File: src/logic/scope_pkg.sv
// **********************************************************************
// Scope capture package
// Widths, register map and trigger states shared by the capture
// engine blocks
// **********************************************************************
package scope_pkg;

    // One channel sample, compared as unsigned
    typedef logic [15:0] sample_t;

    // Combined stream word: channel index above, sample below
    typedef logic [31:0] word_t;

    // Simple bus register address
    typedef logic [3:0] reg_addr_t;

    // Register map of the configuration bank
    localparam reg_addr_t ADDR_FRAME_LENGTH = 4'd0;
    localparam reg_addr_t ADDR_ENABLE       = 4'd1;
    localparam reg_addr_t ADDR_TRIG_LEVEL   = 4'd2;
    localparam reg_addr_t ADDR_TRIG_CHANNEL = 4'd3;

    // Trigger FSM states
    typedef enum logic {
        ARMED,
        CAPTURING
    } trig_state_t;

endpackage

File: src/logic/channel_combiner.sv
// **********************************************************************
// Channel combiner
// Holds one pending sample per channel and merges them into a single
// tagged word strobe, picking channels round-robin
// **********************************************************************
`timescale 1ns/1ps

module channel_combiner #(
    parameter N_CHANNELS = 4
) (
    input  logic                clock,
    input  logic                rst,
    input  logic [N_CHANNELS-1:0] ch_valid,
    input  scope_pkg::sample_t  ch_data [N_CHANNELS],
    output logic                comb_valid,
    output scope_pkg::word_t    comb_data,
    output logic                overrun
);

    localparam PTR_W = (N_CHANNELS > 1) ? $clog2(N_CHANNELS) : 1;

    logic [N_CHANNELS-1:0] pending_q;
    scope_pkg::sample_t    sample_q [N_CHANNELS];
    logic [PTR_W-1:0]      last_ch;
    logic [PTR_W-1:0]      sel_ch;

    // Search starts just after the channel emitted last
    always_comb begin
        int unsigned idx;
        comb_valid = 1'b0;
        sel_ch = last_ch;
        for (int k = 1; k <= N_CHANNELS; k++) begin
            idx = int'(last_ch) + k;
            if (idx >= N_CHANNELS) begin
                idx = idx - N_CHANNELS;
            end
            if (!comb_valid && pending_q[idx]) begin
                comb_valid = 1'b1;
                sel_ch = PTR_W'(idx);
            end
        end
    end

    assign comb_data = {16'(sel_ch), sample_q[sel_ch]};

    // Sample storage follows the strobes directly
    always_ff @(posedge clock) begin
        for (int i = 0; i < N_CHANNELS; i++) begin
            if (ch_valid[i]) begin
                sample_q[i] <= ch_data[i];
            end
        end
    end

    always_ff @(posedge clock) begin
        if (rst) begin
            pending_q <= '0;
            last_ch <= PTR_W'(N_CHANNELS - 1);
            overrun <= 1'b0;
        end else begin
            if (comb_valid) begin
                last_ch <= sel_ch;
            end
            for (int i = 0; i < N_CHANNELS; i++) begin
                if (ch_valid[i]) begin
                    // A strobe on a channel that is emitted now is a fresh sample
                    pending_q[i] <= 1'b1;
                    if (pending_q[i] && !(comb_valid && sel_ch == PTR_W'(i))) begin
                        overrun <= 1'b1;
                    end
                end else if (comb_valid && sel_ch == PTR_W'(i)) begin
                    pending_q[i] <= 1'b0;
                end
            end
        end
    end

    // An emitted sample is used up unless its channel strobes again
    assert property (@(posedge clock) disable iff (rst)
        comb_valid && !ch_valid[sel_ch] |=> !pending_q[$past(sel_ch)]);

endmodule

File: src/logic/trigger_hub.sv
// **********************************************************************
// Trigger hub
// Level-crossing trigger that inhibits the stream while armed and
// re-arms when a frame has been completed
// **********************************************************************
`timescale 1ns/1ps

module trigger_hub (
    input  logic               clock,
    input  logic               rst,
    input  logic               enable,
    input  logic               comb_valid,
    input  logic               frame_done,
    input  scope_pkg::word_t   comb_data,
    input  scope_pkg::sample_t trig_level,
    input  logic [15:0]        trig_channel,
    output logic               cap_valid,
    output logic               trigger_out
);

    scope_pkg::trig_state_t state_q;
    scope_pkg::sample_t     prev_q;
    scope_pkg::sample_t     cur_sample;
    logic                   watched;
    logic                   crossing;

    assign cur_sample = comb_data[15:0];
    assign watched = comb_valid && (comb_data[31:16] == trig_channel);

    // Upward crossing: previous below the level, current at or above
    assign crossing = enable && (state_q == scope_pkg::ARMED) && watched &&
                      (prev_q < trig_level) && (cur_sample >= trig_level);

    // Inhibit gate on the combined stream
    assign cap_valid = comb_valid && enable && (state_q == scope_pkg::CAPTURING);

    always_ff @(posedge clock) begin
        if (rst) begin
            state_q <= scope_pkg::ARMED;
            prev_q <= '1;
            trigger_out <= 1'b0;
        end else begin
            trigger_out <= crossing;
            if (watched) begin
                prev_q <= cur_sample;
            end
            if (!enable) begin
                state_q <= scope_pkg::ARMED;
            end else begin
                case (state_q)
                    scope_pkg::ARMED:
                        if (crossing) state_q <= scope_pkg::CAPTURING;
                    scope_pkg::CAPTURING:
                        if (frame_done) state_q <= scope_pkg::ARMED;
                endcase
            end
        end
    end

    // A trigger pulse marks the step from armed to capturing
    assert property (@(posedge clock) disable iff (rst)
        trigger_out |-> $past(state_q == scope_pkg::ARMED) &&
                        state_q == scope_pkg::CAPTURING);

endmodule

File: src/logic/frame_marker.sv
// **********************************************************************
// Frame marker
// Counts captured words and flags the last word of every frame
// **********************************************************************
`timescale 1ns/1ps

module frame_marker (
    input  logic             clock,
    input  logic             rst,
    input  logic             cap_valid,
    input  scope_pkg::word_t cap_data,
    input  logic [15:0]      frame_length,
    output logic             mark_valid,
    output logic             mark_last,
    output logic             frame_done,
    output scope_pkg::word_t mark_data
);

    logic [15:0] count_q;
    logic [15:0] count_base;
    logic [15:0] length_eff;

    // A zero length behaves as a one word frame
    assign length_eff = (frame_length == 16'd0) ? 16'd1 : frame_length;

    // The counter restarts from zero once a frame has been closed
    assign count_base = frame_done ? 16'd0 : count_q;

    assign frame_done = mark_valid && mark_last;

    always_ff @(posedge clock) begin
        if (rst) begin
            count_q <= '0;
            mark_valid <= 1'b0;
            mark_last <= 1'b0;
        end else begin
            mark_valid <= cap_valid;
            if (cap_valid) begin
                count_q <= count_base + 16'd1;
                mark_last <= (count_base + 16'd1) >= length_eff;
            end else begin
                count_q <= count_base;
                mark_last <= 1'b0;
            end
        end
    end

    always_ff @(posedge clock) begin
        if (cap_valid) begin
            mark_data <= cap_data;
        end
    end

endmodule

File: src/logic/sample_fifo.sv
// **********************************************************************
// Sample FIFO
// Buffers finished words with their last flag, written by strobe and
// drained through a valid/ready output
// **********************************************************************
`timescale 1ns/1ps

module sample_fifo #(
    parameter FIFO_DEPTH = 16
) (
    input  logic             clock,
    input  logic             rst,
    input  logic             wr_valid,
    input  logic             wr_last,
    input  logic             out_ready,
    input  scope_pkg::word_t wr_data,
    output logic             out_valid,
    output logic             out_last,
    output logic             overflow,
    output scope_pkg::word_t out_data
);

    localparam AW = (FIFO_DEPTH > 1) ? $clog2(FIFO_DEPTH) : 1;

    scope_pkg::word_t mem_data [FIFO_DEPTH];
    logic             mem_last [FIFO_DEPTH];
    logic [AW-1:0]    wr_ptr;
    logic [AW-1:0]    rd_ptr;
    logic [AW:0]      count_q;
    logic             full;
    logic             do_write;
    logic             do_read;

    assign full = (count_q == (AW+1)'(FIFO_DEPTH));
    assign do_write = wr_valid && !full;
    assign do_read = out_valid && out_ready;

    assign out_valid = (count_q != '0);
    assign out_data = mem_data[rd_ptr];
    assign out_last = mem_last[rd_ptr];

    always_ff @(posedge clock) begin
        if (do_write) begin
            mem_data[wr_ptr] <= wr_data;
            mem_last[wr_ptr] <= wr_last;
        end
    end

    always_ff @(posedge clock) begin
        if (rst) begin
            wr_ptr <= '0;
            rd_ptr <= '0;
            count_q <= '0;
            overflow <= 1'b0;
        end else begin
            if (do_write) begin
                wr_ptr <= wr_ptr + 1'b1;
            end
            if (do_read) begin
                rd_ptr <= rd_ptr + 1'b1;
            end
            if (do_write && !do_read) begin
                count_q <= count_q + 1'b1;
            end else if (do_read && !do_write) begin
                count_q <= count_q - 1'b1;
            end
            // Words arriving while full are lost
            if (wr_valid && full) begin
                overflow <= 1'b1;
            end
        end
    end

    assert property (@(posedge clock) disable iff (rst)
        count_q <= (AW+1)'(FIFO_DEPTH));

endmodule

File: src/logic/scope_control.sv
// **********************************************************************
// Scope control registers
// Write-only configuration bank on the simple bus
// **********************************************************************
`timescale 1ns/1ps

module scope_control #(
    parameter N_CHANNELS = 4
) (
    input  logic                clock,
    input  logic                rst,
    input  logic                sb_write,
    input  scope_pkg::reg_addr_t sb_addr,
    input  scope_pkg::word_t    sb_wdata,
    output logic [15:0]         frame_length,
    output logic                enable,
    output scope_pkg::sample_t  trig_level,
    output logic [15:0]         trig_channel
);

    logic channel_ok;

    // Channel selections outside the engine are rejected
    assign channel_ok = (sb_wdata < 32'(N_CHANNELS));

    always_ff @(posedge clock) begin
        if (rst) begin
            frame_length <= 16'd4;
            enable <= 1'b0;
            trig_level <= '0;
            trig_channel <= '0;
        end else if (sb_write) begin
            case (sb_addr)
                scope_pkg::ADDR_FRAME_LENGTH: begin
                    frame_length <= sb_wdata[15:0];
                end
                scope_pkg::ADDR_ENABLE: begin
                    enable <= sb_wdata[0];
                end
                scope_pkg::ADDR_TRIG_LEVEL: begin
                    trig_level <= sb_wdata[15:0];
                end
                scope_pkg::ADDR_TRIG_CHANNEL: begin
                    if (channel_ok) begin
                        trig_channel <= sb_wdata[15:0];
                    end
                end
                default: begin
                    // Unmapped addresses have no effect
                end
            endcase
        end
    end

endmodule

File: src/logic/scope_top.sv
// **********************************************************************
// Scope capture engine
// Combiner, trigger gate, frame marker and output FIFO, configured
// through a write-only register bank
// **********************************************************************
`timescale 1ns/1ps

module scope_top #(
    parameter N_CHANNELS = 4,
    parameter FIFO_DEPTH = 16
) (
    input  logic                 clock,
    input  logic                 rst,
    input  logic                 sb_write,
    input  logic                 out_ready,
    input  logic [N_CHANNELS-1:0] ch_valid,
    input  scope_pkg::sample_t   ch_data [N_CHANNELS],
    input  scope_pkg::reg_addr_t sb_addr,
    input  scope_pkg::word_t     sb_wdata,
    output logic                 out_valid,
    output logic                 out_last,
    output logic                 trigger_out,
    output logic                 overrun,
    output logic                 overflow,
    output scope_pkg::word_t     out_data
);

    logic               comb_valid;
    scope_pkg::word_t   comb_data;
    logic               cap_valid;
    logic               mark_valid;
    logic               mark_last;
    logic               frame_done;
    scope_pkg::word_t   mark_data;
    logic [15:0]        frame_length;
    logic               enable;
    scope_pkg::sample_t trig_level;
    logic [15:0]        trig_channel;

    channel_combiner #(
        .N_CHANNELS(N_CHANNELS)
    ) combiner (
        .clock(clock),
        .rst(rst),
        .ch_valid(ch_valid),
        .ch_data(ch_data),
        .comb_valid(comb_valid),
        .comb_data(comb_data),
        .overrun(overrun)
    );

    trigger_hub triggers (
        .clock(clock),
        .rst(rst),
        .enable(enable),
        .comb_valid(comb_valid),
        .frame_done(frame_done),
        .comb_data(comb_data),
        .trig_level(trig_level),
        .trig_channel(trig_channel),
        .cap_valid(cap_valid),
        .trigger_out(trigger_out)
    );

    // The gated stream carries the combiner data unchanged
    frame_marker marker (
        .clock(clock),
        .rst(rst),
        .cap_valid(cap_valid),
        .cap_data(comb_data),
        .frame_length(frame_length),
        .mark_valid(mark_valid),
        .mark_last(mark_last),
        .frame_done(frame_done),
        .mark_data(mark_data)
    );

    sample_fifo #(
        .FIFO_DEPTH(FIFO_DEPTH)
    ) out_fifo (
        .clock(clock),
        .rst(rst),
        .wr_valid(mark_valid),
        .wr_last(mark_last),
        .out_ready(out_ready),
        .wr_data(mark_data),
        .out_valid(out_valid),
        .out_last(out_last),
        .overflow(overflow),
        .out_data(out_data)
    );

    scope_control #(
        .N_CHANNELS(N_CHANNELS)
    ) control (
        .clock(clock),
        .rst(rst),
        .sb_write(sb_write),
        .sb_addr(sb_addr),
        .sb_wdata(sb_wdata),
        .frame_length(frame_length),
        .enable(enable),
        .trig_level(trig_level),
        .trig_channel(trig_channel)
    );

endmodule

File: config.mk
export PLATFORM = sky130hd
export DESIGN_NAME = scope_top
export DESIGN_NICKNAME = d
export VERILOG_FILES = /design/src/logic/scope_pkg.sv /design/src/logic/channel_combiner.sv /design/src/logic/trigger_hub.sv /design/src/logic/frame_marker.sv /design/src/logic/sample_fifo.sv /design/src/logic/scope_control.sv /design/src/logic/scope_top.sv
export SDC_FILE = /design/constraint.sdc
export NUM_CORES = 1
export LEC_CHECK = 0
export ABC_CLOCK_PERIOD_IN_PS = 7300
export BUFFER_PORTS_ARGS = -buffer_cell sky130_fd_sc_hd__buf_2
export CAP_MARGIN = 20
export CELL_PAD_IN_SITES_DETAIL_PLACEMENT = 1
export CELL_PAD_IN_SITES_GLOBAL_PLACEMENT = 2
export CORE_MARGIN = 2
export CORE_UTILIZATION = 48
export DETAILED_ROUTE_END_ITERATION = 10
export GPL_TIMING_DRIVEN = 0
export PLACE_DENSITY_LB_ADDON = 0.1
export SETUP_SLACK_MARGIN = 0.5
export SKIP_LAST_GASP = 1
export SLEW_MARGIN = 0
export SYNTH_ARGS = -nofsm -noshare
export SYNTH_HDL_FRONTEND = slang
export SYNTH_SLANG_ARGS = --single-unit
File: constraint.sdc
create_clock -name clock -period 7.3 [get_ports clock]
set_clock_uncertainty 0.2 [all_clocks]
set_input_delay 1.46 -clock clock [delete_from_list [all_inputs] [get_ports clock]]
set_output_delay 1.46 -clock clock [all_outputs]
set_load 0.01 [all_outputs]
After elaboration in Yosys (flattened, before gate mapping) --
Memories as Yosys holds them, arrays and structs flattened. A register that Yosys moved wholly into a read port is not among the register bits. Cells that the tools add are included.
Storage, ports and cells: register bits 124, RAM bits 368, logic and storage cells 167, memories kept 3
Memory list:
- out_fifo.mem_data | depth 16, bits a word 18, rd ports 1, clocked after Yosys merged registers in 1, write ports 1, line sample_fifo.sv:25 | scope_pkg::word_t mem_data [FIFO_DEPTH];
- combiner.sample_q | depth 4, bits a word 16, rd ports 1, clocked after Yosys merged registers in 0, write ports 4, line channel_combiner.sv:23 | scope_pkg::sample_t sample_q [N_CHANNELS];
- out_fifo.mem_last | depth 16, bits a word 1, rd ports 1, clocked after Yosys merged registers in 1, write ports 1, line sample_fifo.sv:26 | logic mem_last [FIFO_DEPTH];
Operators by class: $add $sub $neg 13, magnitude comparators 12, equality and inequality tests 8, multiplexer cells 58, bitwise gates (word level) 3, reduce and logical (&&, ||, !) cells 49
Operators by type and width (count):
- 32-bit by 3-bit < comparator with 1-bit output (second input constant) | 5
- 32-bit by 3-bit greater-or-equal comparator with 1-bit output (second input constant) | 4
- 32-bit 2-to-1 mux | 4
- 32-bit by 3-bit subtractor with 32-bit output (second input constant) | 4
- 16-bit 2-to-1 mux | 3
- 1-bit 2-to-1 mux | 36
- 16-bit greater-or-equal comparator | 2
- 1-bit logical AND | 24
- 16-bit by 1-bit adder with 16-bit output (second input constant) | 1
- 2-bit by 16-bit equality test with 1-bit output | 1
- 16-bit zero test | 1
- 16-bit < comparator | 1
- 4-bit 2-to-1 mux | 4
- 1-bit zero test | 10
- 5-bit 2-to-1 mux | 2
- 2-bit nonzero test | 5
- 4-bit by 1-bit adder with 4-bit output (second input constant) | 2
- 1-bit binary-select mux with 2-bit select | 4
- 4-bit by 2-bit equality test with 1-bit output (second input constant) | 2
- 2-bit 2-to-1 mux | 4
- 2-bit by 2-bit adder with 3-bit output (second input constant) | 2
- 2-bit AND reduction | 3
- 5-bit by 1-bit adder with 5-bit output (second input constant) | 1
- 5-bit equality test (second input constant) | 1
- other kinds (13) | 17

Depth between registers and ports, before layout --
Gate-level depths: netlist (run 1).
depth after elaboration 27, mapped depth 16, mapped depth without buffers 14

Hierarchy --
A second synthesis (run 1) with hierarchy kept.
Unflattened totals: cells, all modules 1668, area, all modules 29418.2 µm²
Modules (own cells, without submodules):
- sample_fifo | times used 1, cells an instance 926, area each 20688.6 µm², seq. area each 16215.6 µm²
- channel_combiner | times used 1, cells an instance 147, area each 2825.2 µm², seq. area each 2062.0 µm²
- frame_marker | times used 1, cells an instance 230, area each 2454.9 µm², seq. area each 1321.3 µm²
- scope_control | times used 1, cells an instance 161, area each 1799.2 µm², seq. area each 980.9 µm²
- trigger_hub | times used 1, cells an instance 204, area each 1650.3 µm², seq. area each 360.3 µm²

Worst setup path before layout (run 1) --
Ideal clock, no wire load.
kind register to output, start point register with a tool-made name, end point output port out_data[0], arrival time 2.013 ns, setup slack 3.627 ns, cell stages (with the launch flop) 6, buffers on the path 3, path through dfxtp_1 clkbuf_1 buf_2 buf_2 mux4_2 mux4_2
RTL lines:
- to (decl) | line scope_top.sv:25 | output scope_pkg::word_t out_data

==> results.cfg, run 1 <==
[critical_path]
reg2reg_from = marker.mark_last
critical-path-slowest-cell = clkbuf_1
crit_fanout = 10
slowest_delay_ns = 0.76
path_cells = clkbuf_1, clkbuf_1, mux4_2, mux4_2, buf_2
crit_required_ns = 5.64
critPathLaunchType = flip-flop
arrival_ns = 3.46
crit_path_end_kind = output pin
reg2reg_slack_ns = 3.01
path_class = flip-flop to output pin
timing.rr.end = marker.mark_last
reg2reg_depth = 15

[pwr]
combPwrFrac = 0.152
ir_drop_uv = 226
leakage_nw = 8.05
pwr-share-seq = 0.474
p_int_mw = 4.93
switchingPower_mw = 1.66
power_density_nw_per_um2 = 280
power_frac_clock = 0.374
p_sw_frac = 0.252

[clock_network]
numCtsBuffers = 52
h-tree-depth = 2
ctsRootBufferMaster = clkbuf_16
cts_buffer_depth = 3
cts_resized = 0
ctsHoldBuffers = 0
cts_sinks = 496
tritoncts = yes
path_clk_slew_ns = 0.06
clkLatencyLatePin_ns = 0.59
cts_setup_buffers = 0

[grt]
grt_pass1_vias = 12500
grt_pass1_wl_mm = 75.8
grt_overflow = 0
antenna_found_initial = 0
track_usage = 0.235
grt_max_degree = 27

[floorplanning]
initial_core_util = 0.485
rows = 75
core_um2 = 41800
fp.dieH_um = 209
die_x_um = 209
die-area_um2 = 43900
pin_count = 145

[sta]
setup_viol = 0
clock.fmax_mhz = 195
hold_viol = 0
finalCritPeriodShare = 0.702
fin_tns_setup_ns = 0
tightest_slew_ns = 0.979
rsz0062_at_grt = false
max_slew_margin = 0.343
fin_crit_ns = 5.12
timing.hold.ws_ns = 0.256
finalMaxSlewViolations = 0

[synth]
synth-seq-cells = 496
yosysTopAreaCell = edfxtp_1
syn_area_per_cell_um2 = 15.7
synth_top_area_frac = 0.572
synth_top_flop_cell = edfxtp_1
yosysSeqAreaShare = 0.681
ys_warn_count = 0
synth_cell_types = 56
synthCells = 1290
async_reset_ff_frac = 0
synthTopCellsByArea = edfxtp_1 (57%), dfxtp_1 (11%), mux4_2 (11%)
netlist_area_um2 = 20300
synth_edf_count = 386

[finish]
multiInputGateArea_um2 = 6040
n_antenna_cell = 0
regArea_um2 = 13800
num-fill-cells = 3928
postLayoutCellArea_um2 = 23500
areaGrowthSynthToFinish_pct = 16.1
drive_gt1_frac = 0.237
nets = 1671

[run]
drv_cap = 0

[placement]
dpl_cell_area_um2 = 21900
place.gp.congestion = 0.773
dp_hpwl_mm = 34.9
port_buffers = 129

[routing]
drtIter0Drc = 789
ant_nets = 0
viasPerCell = 5.57
first_pass_iters = 7
vias = 11600
wl_mm = 50.3
wl_per_cell_um = 24.1
drc = 0

[min_path]
min-delay-start = control.trig_channel[5]
hold_end = control.trig_channel[5]
hold_depth = 1
hold_class = flip-flop to flip-flop

[outcome]
status = finished clean
## worst max-delay path by stage
| stage | cells after the start | to | from |
|---|---|---|---|
| 3_3_place_gp | 4 | out_fifo.mem_data[1][12] | out_fifo.count_q[0] |
| 3_5_place_dp | 5 | out_data[1] | flip-flop |
| 4_1_cts | 5 | out_data[1] | flip-flop |
| 2_1_floorplan | 5 | out_data[0] | flip-flop |
| 6_report | 5 | out_data[4] | flip-flop |
| 5_1_grt | 5 | out_data[4] | flip-flop |
## layout make-up
class | count | area share
Clock inverter | 31 | 0.00947
Sequential cell | 496 | 0.586
Buffer | 74 | 0.0160
Timing Repair Buffer | 148 | 0.0385
Multi-Input combinational cell | 690 | 0.257
Inverter | 43 | 0.00686
Clock buffer | 64 | 0.0572
Tap cell | 539 | 0.0287
## worst max-delay path: cells and delay by family (launching register included)
family / cells / cell delay [ns]
buffers and inverters: 3 / 1.48
muxes: 2 / 0.98
DFF: 1 / 0.42
## metal layers
layer	part of all wire	up-vias	track usage	routed length, um
met5	0	-	0	0
met4	0.019	0	0.0534	964
met3	0.052	67	0.0443	2600
met2	0.51	327	0.410	25600
met1	0.42	5898	0.306	21100
li1	-	5328	-	-
## kinds of logic (layout without fill, tap and decap cells)
group	count (synthesis)	after routing	share of synthesized area
AOI/OAI and AO/OA	158	158	0.0507
and+or+nand+nor	303	303	0.0712
other	1	14	0.000185
adders and majority gates	58	58	0.0362
muxes	122	122	0.119
DFF	496	496	0.681
buffers and inverters	117	360	0.0265
xor gates and xnor gates	35	35	0.0151
## through the flow
stage	power (mW)	setup WS (ns)	cells	utilization
2_1_floorplan	3.85	3.63	1303	-
3_3_place_gp	4.16	2.12	1971	0.518
3_5_place_dp	4.19	2.73	1987	0.525
4_1_cts	6.66	2.09	2082	0.562
5_1_grt	6.86	2.04	2085	0.563
6_report	6.59	2.18	2085	0.563
## power groups by stage
stage | clock network [mW] | registers, mW | logic (mW)
2_1_floorplan | 0 | 3.17 | 0.682
3_3_place_gp | 0 | 3.18 | 0.976
3_5_place_dp | 0 | 3.19 | 1.01
4_1_cts | 2.52 | 3.13 | 1.01
5_1_grt | 2.63 | 3.13 | 1.10
6_report | 2.47 | 3.13 | 1.00
## sequential cells by signal, indices dropped and copies added (netlist names), 2 cells and up, named ones only
signal and cells:
control.trig_channel 16, out_fifo.count_q 5, out_fifo.wr_ptr 4, combiner.pending_q 4, control.trig_level 16, out_fifo.rd_ptr 4, marker.count_q 16, control.frame_length 16
combiner.last_ch 2, out_fifo.mem_data 288, combiner.sample_q 64, marker.mark_data 18, out_fifo.mem_last 16, triggers.prev_q 16
## synthesized netlist by cell type (9+ instances only)
cell / count
a211o_1: 16
a211oi_1: 18
a21o_1: 11
a21oi_1: 75
and2_1: 19
buf_4: 19
clkbuf_1: 42
dfxtp_1: 110
edfxtp_1: 386
ha_1: 57
inv_1: 42
mux2i_1: 26
mux4_2: 95
nand2_1: 104
nand3_1: 14
nand4_1: 9
nor2_1: 67
nor2b_1: 33
nor3_1: 15
nor4_1: 16
o21ai_0: 15
or3_1: 10
xnor2_1: 18
xor2_1: 17
## cell usage in the layout, fill, tap and decap left out, types with 42 or more instances in the layout
| master | count |
|---|---|
| a21oi_1 | 75 |
| buf_2 | 137 |
| clkbuf_1 | 54 |
| clkbuf_16 | 52 |
| dfxtp_1 | 110 |
| edfxtp_1 | 386 |
| ha_1 | 57 |
| inv_1 | 42 |
| mux4_2 | 95 |
| nand2_1 | 104 |
| nor2_1 | 55 |
No activity file was read; power rests on OpenSTA's default activity.
==> run 2: changes to the inputs <==
--- a/config.mk
+++ b/config.mk
@@ -5,13 +5,13 @@
 export SDC_FILE = /design/constraint.sdc
 export NUM_CORES = 1
 export LEC_CHECK = 0
-export ABC_CLOCK_PERIOD_IN_PS = 7300
+export ABC_CLOCK_PERIOD_IN_PS = 5000
 export BUFFER_PORTS_ARGS = -buffer_cell sky130_fd_sc_hd__buf_2
 export CAP_MARGIN = 20
 export CELL_PAD_IN_SITES_DETAIL_PLACEMENT = 1
 export CELL_PAD_IN_SITES_GLOBAL_PLACEMENT = 2
 export CORE_MARGIN = 2
-export CORE_UTILIZATION = 48
+export CORE_UTILIZATION = 44
 export DETAILED_ROUTE_END_ITERATION = 10
 export GPL_TIMING_DRIVEN = 0
 export PLACE_DENSITY_LB_ADDON = 0.1
==> constraint.sdc (replaced) <==
create_clock -name clock -period 5 [get_ports clock]
set_clock_uncertainty 0.2 [all_clocks]
set_input_delay 1 -clock clock [delete_from_list [all_inputs] [get_ports clock]]
set_output_delay 1 -clock clock [all_outputs]
set_load 0.01 [all_outputs]
==> results.cfg, run 2 (same netlist as run 1, synthesis figures left out) <==
[floorplanning]
rows = 78
core_um2 = 45400
die_x_um = 219
initial_core_util = 0.446
fp.dieH_um = 219
pin_count = 145
die-area_um2 = 47800

[grt]
track_usage = 0.213
grt_max_degree = 27
grt_pass1_vias = 12300
grt_overflow = 0
antenna_found_initial = 0
grt_pass1_wl_mm = 75.1

[pwr]
leakage_nw = 8.11
p_sw_frac = 0.246
p_int_mw = 7.46
power_frac_clock = 0.392
totalPowerFinal_mw = 9.89
pwr-share-seq = 0.461
ir_drop_uv = 262
switchingPower_mw = 2.43
power_density_nw_per_um2 = 416
combPwrFrac = 0.147

[clock_network]
cts_sinks = 496
path_clk_slew_ns = 0.06
numCtsBuffers = 52
cts_buffer_depth = 3
clkLatencyLatePin_ns = 0.59
ctsRootBufferMaster = clkbuf_16
cts_setup_buffers = 0
ctsHoldBuffers = 0
tritoncts = yes
h-tree-depth = 2

[finish]
postLayoutCoreUtil = 0.524
final_common_cell = edfxtp_1
postLayoutCellArea_um2 = 23800
final_cell_mix = edfxtp_1 (386), buf_2 (133), dfxtp_1 (110)
nets = 1667
n_antenna_cell = 0
regArea_um2 = 13800
drive_gt1_frac = 0.246
reg_top3 = out_fifo.mem_data x288, combiner.sample_q x64, marker.mark_data x18
top_register = out_fifo.mem_data
num-fill-cells = 4388
areaGrowthSynthToFinish_pct = 17.3
multiInputGateArea_um2 = 6060
largest_reg_flops = 288

[critical_path]
reg2reg_depth = 15
worstSetupEndpoint = out_data[5]
slowest_delay_ns = 0.62
critPathLaunchType = flip-flop
arrival_ns = 3.16
crit_buf_inv = 3
path_class = flip-flop to output pin
crit_top_cell = mux4_2
path_depth = 5
critical-path-slowest-cell = buf_1
crit_fanout = 10
reg2reg_from = combiner.last_ch[1]
reg2reg_slack_ns = 0.87
crit_path_end_kind = output pin
crit_required_ns = 3.80
timing.rr.end = triggers.trigger_out
crit_family = buffers and inverters
path_cells = buf_1, clkbuf_2, mux4_2, mux4_2, buf_2

[sta]
timing.hold.ws_ns = 0.257
finalCritPeriodShare = 0.873
rsz0062_at_grt = true
tightest_slew_ns = 0.930
finalMaxSlewViolations = 0
hold_viol = 0
max_slew_margin = 0.380
clock.fmax_mhz = 229
fin_tns_setup_ns = 0
setup_viol = 0
fin_crit_ns = 4.36

[placement]
place.gp.congestion = 0.779
dpl_cell_area_um2 = 22000
dp_hpwl_mm = 34.5
port_buffers = 129

[outcome]
status = finished clean

[run]
drv_cap = 0

[routing]
viasPerCell = 5.35
first_pass_iters = 4
drc = 0
drtIter0Drc = 710
wl_mm = 49.5
vias = 11500
wl_per_cell_um = 23.1
ant_nets = 0

[min_path]
min-delay-start = control.trig_channel[5]
hold_class = flip-flop to flip-flop
-- run 2: repair_timing --
item | 4_1_cts | 5_1_grt
endpoints found under the setup margin | 19 | 18
resized for setup | 7 | 7
cloned | 0 | 0
-- run 2: power groups by stage --
stage	Sequential, mW	Clock [mW]	Combinational, mW
6_report	4.56	3.88	1.45
2_1_floorplan	4.63	0	0.996
3_5_place_dp	4.65	0	1.47
3_3_place_gp	4.65	0	1.44
5_1_grt	4.57	4.12	1.60
4_1_cts	4.56	3.97	1.48
-- run 2: worst min path at each step --
stage	to	depth (start not counted)	slack, ns
2_1_floorplan	control.trig_channel[9]	1	0.22
3_3_place_gp	control.trig_channel[6]	1	0.23
3_5_place_dp	control.trig_channel[5]	1	0.24
4_1_cts	control.trig_channel[5]	1	0.26
5_1_grt	control.trig_channel[2]	1	0.28
6_report	control.trig_channel[5]	1	0.26
-- run 2: area by class of cell --
type                    instances  share of cell area
repair buffers                144              0.0367
flip-flops and latches        496               0.581
clock buffers                  70              0.0606
multi-input cells             690               0.255
plain buffers                  74              0.0165
clock inverters                26              0.0120
well taps                     600              0.0316
inverters                      43             0.00679
-- run 2: worst register-to-register path, delay by kind of cell (launching register included) --
kind | cells | cell delay [ns]
buffers and inverters | 4 | 0.93
AO/OA/AOI/OAI | 6 | 1.79
AND/OR/NAND/NOR | 2 | 0.20
flip-flops | 1 | 0.29
multiplexers | 2 | 0.22
adder cells (fa/ha/maj) | 1 | 0.35
-- run 2: per-stage QoR --
stage	instances	setup WS, ns
finish	2143	0.636
global route	2143	0.502
global placement	2032	-0.0970
detailed placement	2044	0.636
CTS	2140	0.505
floorplan	1303	1.61
-- run 2: routing by layer --
| metal | part of all wire | vias up | wire (um) | global-route usage |
|---|---|---|---|---|
| li1 | - | 5325 | - | - |
| met1 | 0.43 | 5869 | 21500 | 0.279 |
| met2 | 0.51 | 216 | 25400 | 0.373 |
| met3 | 0.037 | 60 | 1810 | 0.0335 |
| met4 | 0.016 | 0 | 775 | 0.0449 |
| met5 | 0 | - | 0 | 0 |
==> run 3: changes to the inputs <==
--- a/config.mk
+++ b/config.mk
@@ -5,13 +5,13 @@
 export SDC_FILE = /design/constraint.sdc
 export NUM_CORES = 1
 export LEC_CHECK = 0
-export ABC_CLOCK_PERIOD_IN_PS = 5000
+export ABC_CLOCK_PERIOD_IN_PS = 5400
 export BUFFER_PORTS_ARGS = -buffer_cell sky130_fd_sc_hd__buf_2
 export CAP_MARGIN = 20
 export CELL_PAD_IN_SITES_DETAIL_PLACEMENT = 1
 export CELL_PAD_IN_SITES_GLOBAL_PLACEMENT = 2
 export CORE_MARGIN = 2
-export CORE_UTILIZATION = 44
+export CORE_UTILIZATION = 51
 export DETAILED_ROUTE_END_ITERATION = 10
 export GPL_TIMING_DRIVEN = 0
 export PLACE_DENSITY_LB_ADDON = 0.1
@@ -20,4 +20,5 @@
 export SLEW_MARGIN = 0
 export SYNTH_ARGS = -nofsm -noshare
 export SYNTH_HDL_FRONTEND = slang
+export SYNTH_HIERARCHICAL = 1
 export SYNTH_SLANG_ARGS = --single-unit
==> constraint.sdc (replaced) <==
create_clock -name clock -period 5.4 [get_ports clock]
set_clock_uncertainty 0.2 [all_clocks]
set_input_delay 0 -clock clock [delete_from_list [all_inputs] [get_ports clock]]
set_output_delay 0 -clock clock [all_outputs]
set_load 0.01 [all_outputs]
==> results.cfg, run 3 <==
[clock_network]
numCtsBuffers = 77
h-tree-depth = 3
cts_sinks = 734
cts_buffer_depth = 3
ctsRootBufferMaster = clkbuf_16
clkLatencyLatePin_ns = 0.64
tritoncts = yes
cts_resized = 0
path_clk_slew_ns = 0.07

[grt]
grt_pass1_wl_mm = 122
antenna_found_initial = 7
grt_max_degree = 26
grt_overflow = 0
grt_pass1_vias = 19000
track_usage = 0.281

[synth]
async_reset_ff_frac = 0
synth_top_flop_cell = edfxtp_1
syn_area_per_cell_um2 = 17.6
yosysMostFrequentCell = edfxtp_1
netlist_area_um2 = 29400
synthCells = 1668
synth_top_family_by_area = multiplexers
synthTopCellsByArea = edfxtp_1 (64%), mux4_2 (11%), dfxtp_1 (7.5%)
synth-xor-area-share = 0.0140
synth-compound-area-share = 0.0383
synth_common_cells = edfxtp_1 (624), mux4_2 (148), dfxtp_1 (110), nor2_1 (102), nand2_1 (71)
synth_edf_count = 624
synth_top_area_frac = 0.637
synth_cell_types = 80
yosysTopAreaCell = edfxtp_1
yosysSeqAreaShare = 0.712
ys_warn_count = 6
synthSimpleGateAreaFrac = 0.0608
synth_mux_area_frac = 0.126
synth-seq-cells = 734
yosys.area_share.adder = 0.0249

[finish]
drive_gt1_frac = 0.241
num-fill-cells = 5091
top_register = out_fifo/mem_data
areaGrowthSynthToFinish_pct = 22.5
nets = 2274
postLayoutCellArea_um2 = 36000
final_common_cell = edfxtp_1
largest_reg_flops = 512
postLayoutCoreUtil = 0.628
final_cell_mix = edfxtp_1 (624), dlygate4sd3_1 (175), buf_2 (157)
reg_top3 = out_fifo/mem_data x512, combiner/sample_q x64, marker/mark_data x32

[floorplanning]
fp.dieH_um = 244
initial_core_util = 0.513
die-area_um2 = 59600
die_x_um = 244
pin_count = 145
rows = 88
core_um2 = 57400

[routing]
wl_per_cell_um = 27.9
viasPerCell = 5.91
drc = 0
ant_nets = 0
first_pass_iters = 5
wl_mm = 82.0
vias = 17400
drtIter0Drc = 1449

[critical_path]
crit_path_end_kind = flip-flop
crit_start = combiner/pending_q[1]
reg2reg_from = combiner/pending_q[1]
arrival_ns = 4.67
critPathLaunchType = flip-flop
timing.rr.end = triggers/trigger_out
crit_fanout = 10
worstSetupEndpoint = triggers/trigger_out
reg2reg_depth = 11
crit_required_ns = 5.73
path_class = flip-flop to flip-flop
reg2reg_slack_ns = 1.06

[sta]
finalMaxSlewViolations = 0
rsz0062_at_grt = false
max_slew_margin = 0.351
tightest_slew_ns = 0.971
setup_viol = 0
fin_crit_ns = 4.34
clock.fmax_mhz = 231
fin_tns_setup_ns = 0
timing.hold.ws_ns = 0.0293
finalCritPeriodShare = 0.803
setup_ws_ns = 1.06
hold_viol = 0

[min_path]
hold_depth = 4
hold_class = input port to flip-flop

[pwr]
power_density_nw_per_um2 = 374
ir_drop_uv = 322
leakage_nw = 12.2

[placement]
dp_slack_ns = 1.41
place.gp.congestion = 0.792
dpl_cell_area_um2 = 31700
port_buffers = 144
dp_hpwl_mm = 48.6

[outcome]
status = finished clean

[run]
drv_cap = 0
==> run 3: changes by cell type after synthesis, sizes merged, moves of 28 or more <==
cell | before | now
a21oi | 75 | 30
a22oi | 0 | 67
edfxtp | 386 | 624
mux4 | 95 | 148
nand2 | 104 | 71
nand3 | 14 | 44
nor2 | 67 | 104
nor2b | 33 | 5
==> run 3: logic make-up after synthesis <==
logic type	count (synthesis)
AOI/OAI and AO/OA	163
xor gates and xnor gates	47
adders and majority gates	58
buffers and inverters	138
DFF	734
muxes	185
other	1
and+or+nand+nor	342
==> run 3: per-stage QoR <==
step,power (mW),cells
detailed placement,8.10,2619
global placement,8.04,2590
finish,13.5,2941
global route,13.9,2940
floorplan,7.52,1681
CTS,13.5,2937
==> run 3: critical path, stage by stage (launching register included) <==
cell and delay, ns:
dfxtp_1 0.51, nand2b_1 0.18, o21a_1 0.15, o21ai_0 0.25, clkbuf_1 0.67, mux4_2 0.50, ha_1 0.37, and3_1 0.18
nand3_1 0.12, or4_1 0.54, a32oi_1 0.30, and3_1 0.28
==> run 3: worst min-delay path by stage <==
stage,startpoint,to,slack [ns]
2_1_floorplan,rst,combiner/pending_q[3],-0.13
3_3_place_gp,ch_data[8],combiner/sample_q[3][8],-0.02
3_5_place_dp,ch_data[63],combiner/sample_q[0][15],-0.02
4_1_cts,sb_wdata[4],control/frame_length[4],0.001
5_1_grt,sb_wdata[11],control/frame_length[11],0.06
6_report,sb_wdata[12],control/trig_level[12],0.03
==> run 3: cell type report <==
cell class,instances,area (um2),share of cell area
diodes,4,10.0,0.000278
repair buffers,348,2960,0.0821
multi-input cells,809,7930,0.220
plain buffers,94,544,0.0151
flip-flops and latches,734,20900,0.581
clock buffers,95,2030,0.0562
well taps,765,957,0.0266
clock inverters,48,518,0.0144
inverters,44,165,0.00458
==> run 3: power breakdown <==
group	leakage, nW	switching [mW]	total (mW)	internal [mW]
clock network	1.22	2.29	5.37	3.08
logic	4.44	0.995	1.90	0.906
registers	6.57	0.0526	6.21	6.15
==> run 3: per-layer routing <==
layer | part of all wire | track usage | up-vias
met5 | 0 | 0 | -
met4 | 0.035 | 0.109 | 0
met3 | 0.051 | 0.0383 | 170
met2 | 0.52 | 0.494 | 616
met1 | 0.39 | 0.353 | 9133
li1 | - | - | 7463
==> run 3: timing repair <==
item | 4_1_cts | 5_1_grt
endpoints found under the hold margin | 198 | 0
setup buffers | 0 | 0
hold buffers | 175 | 0
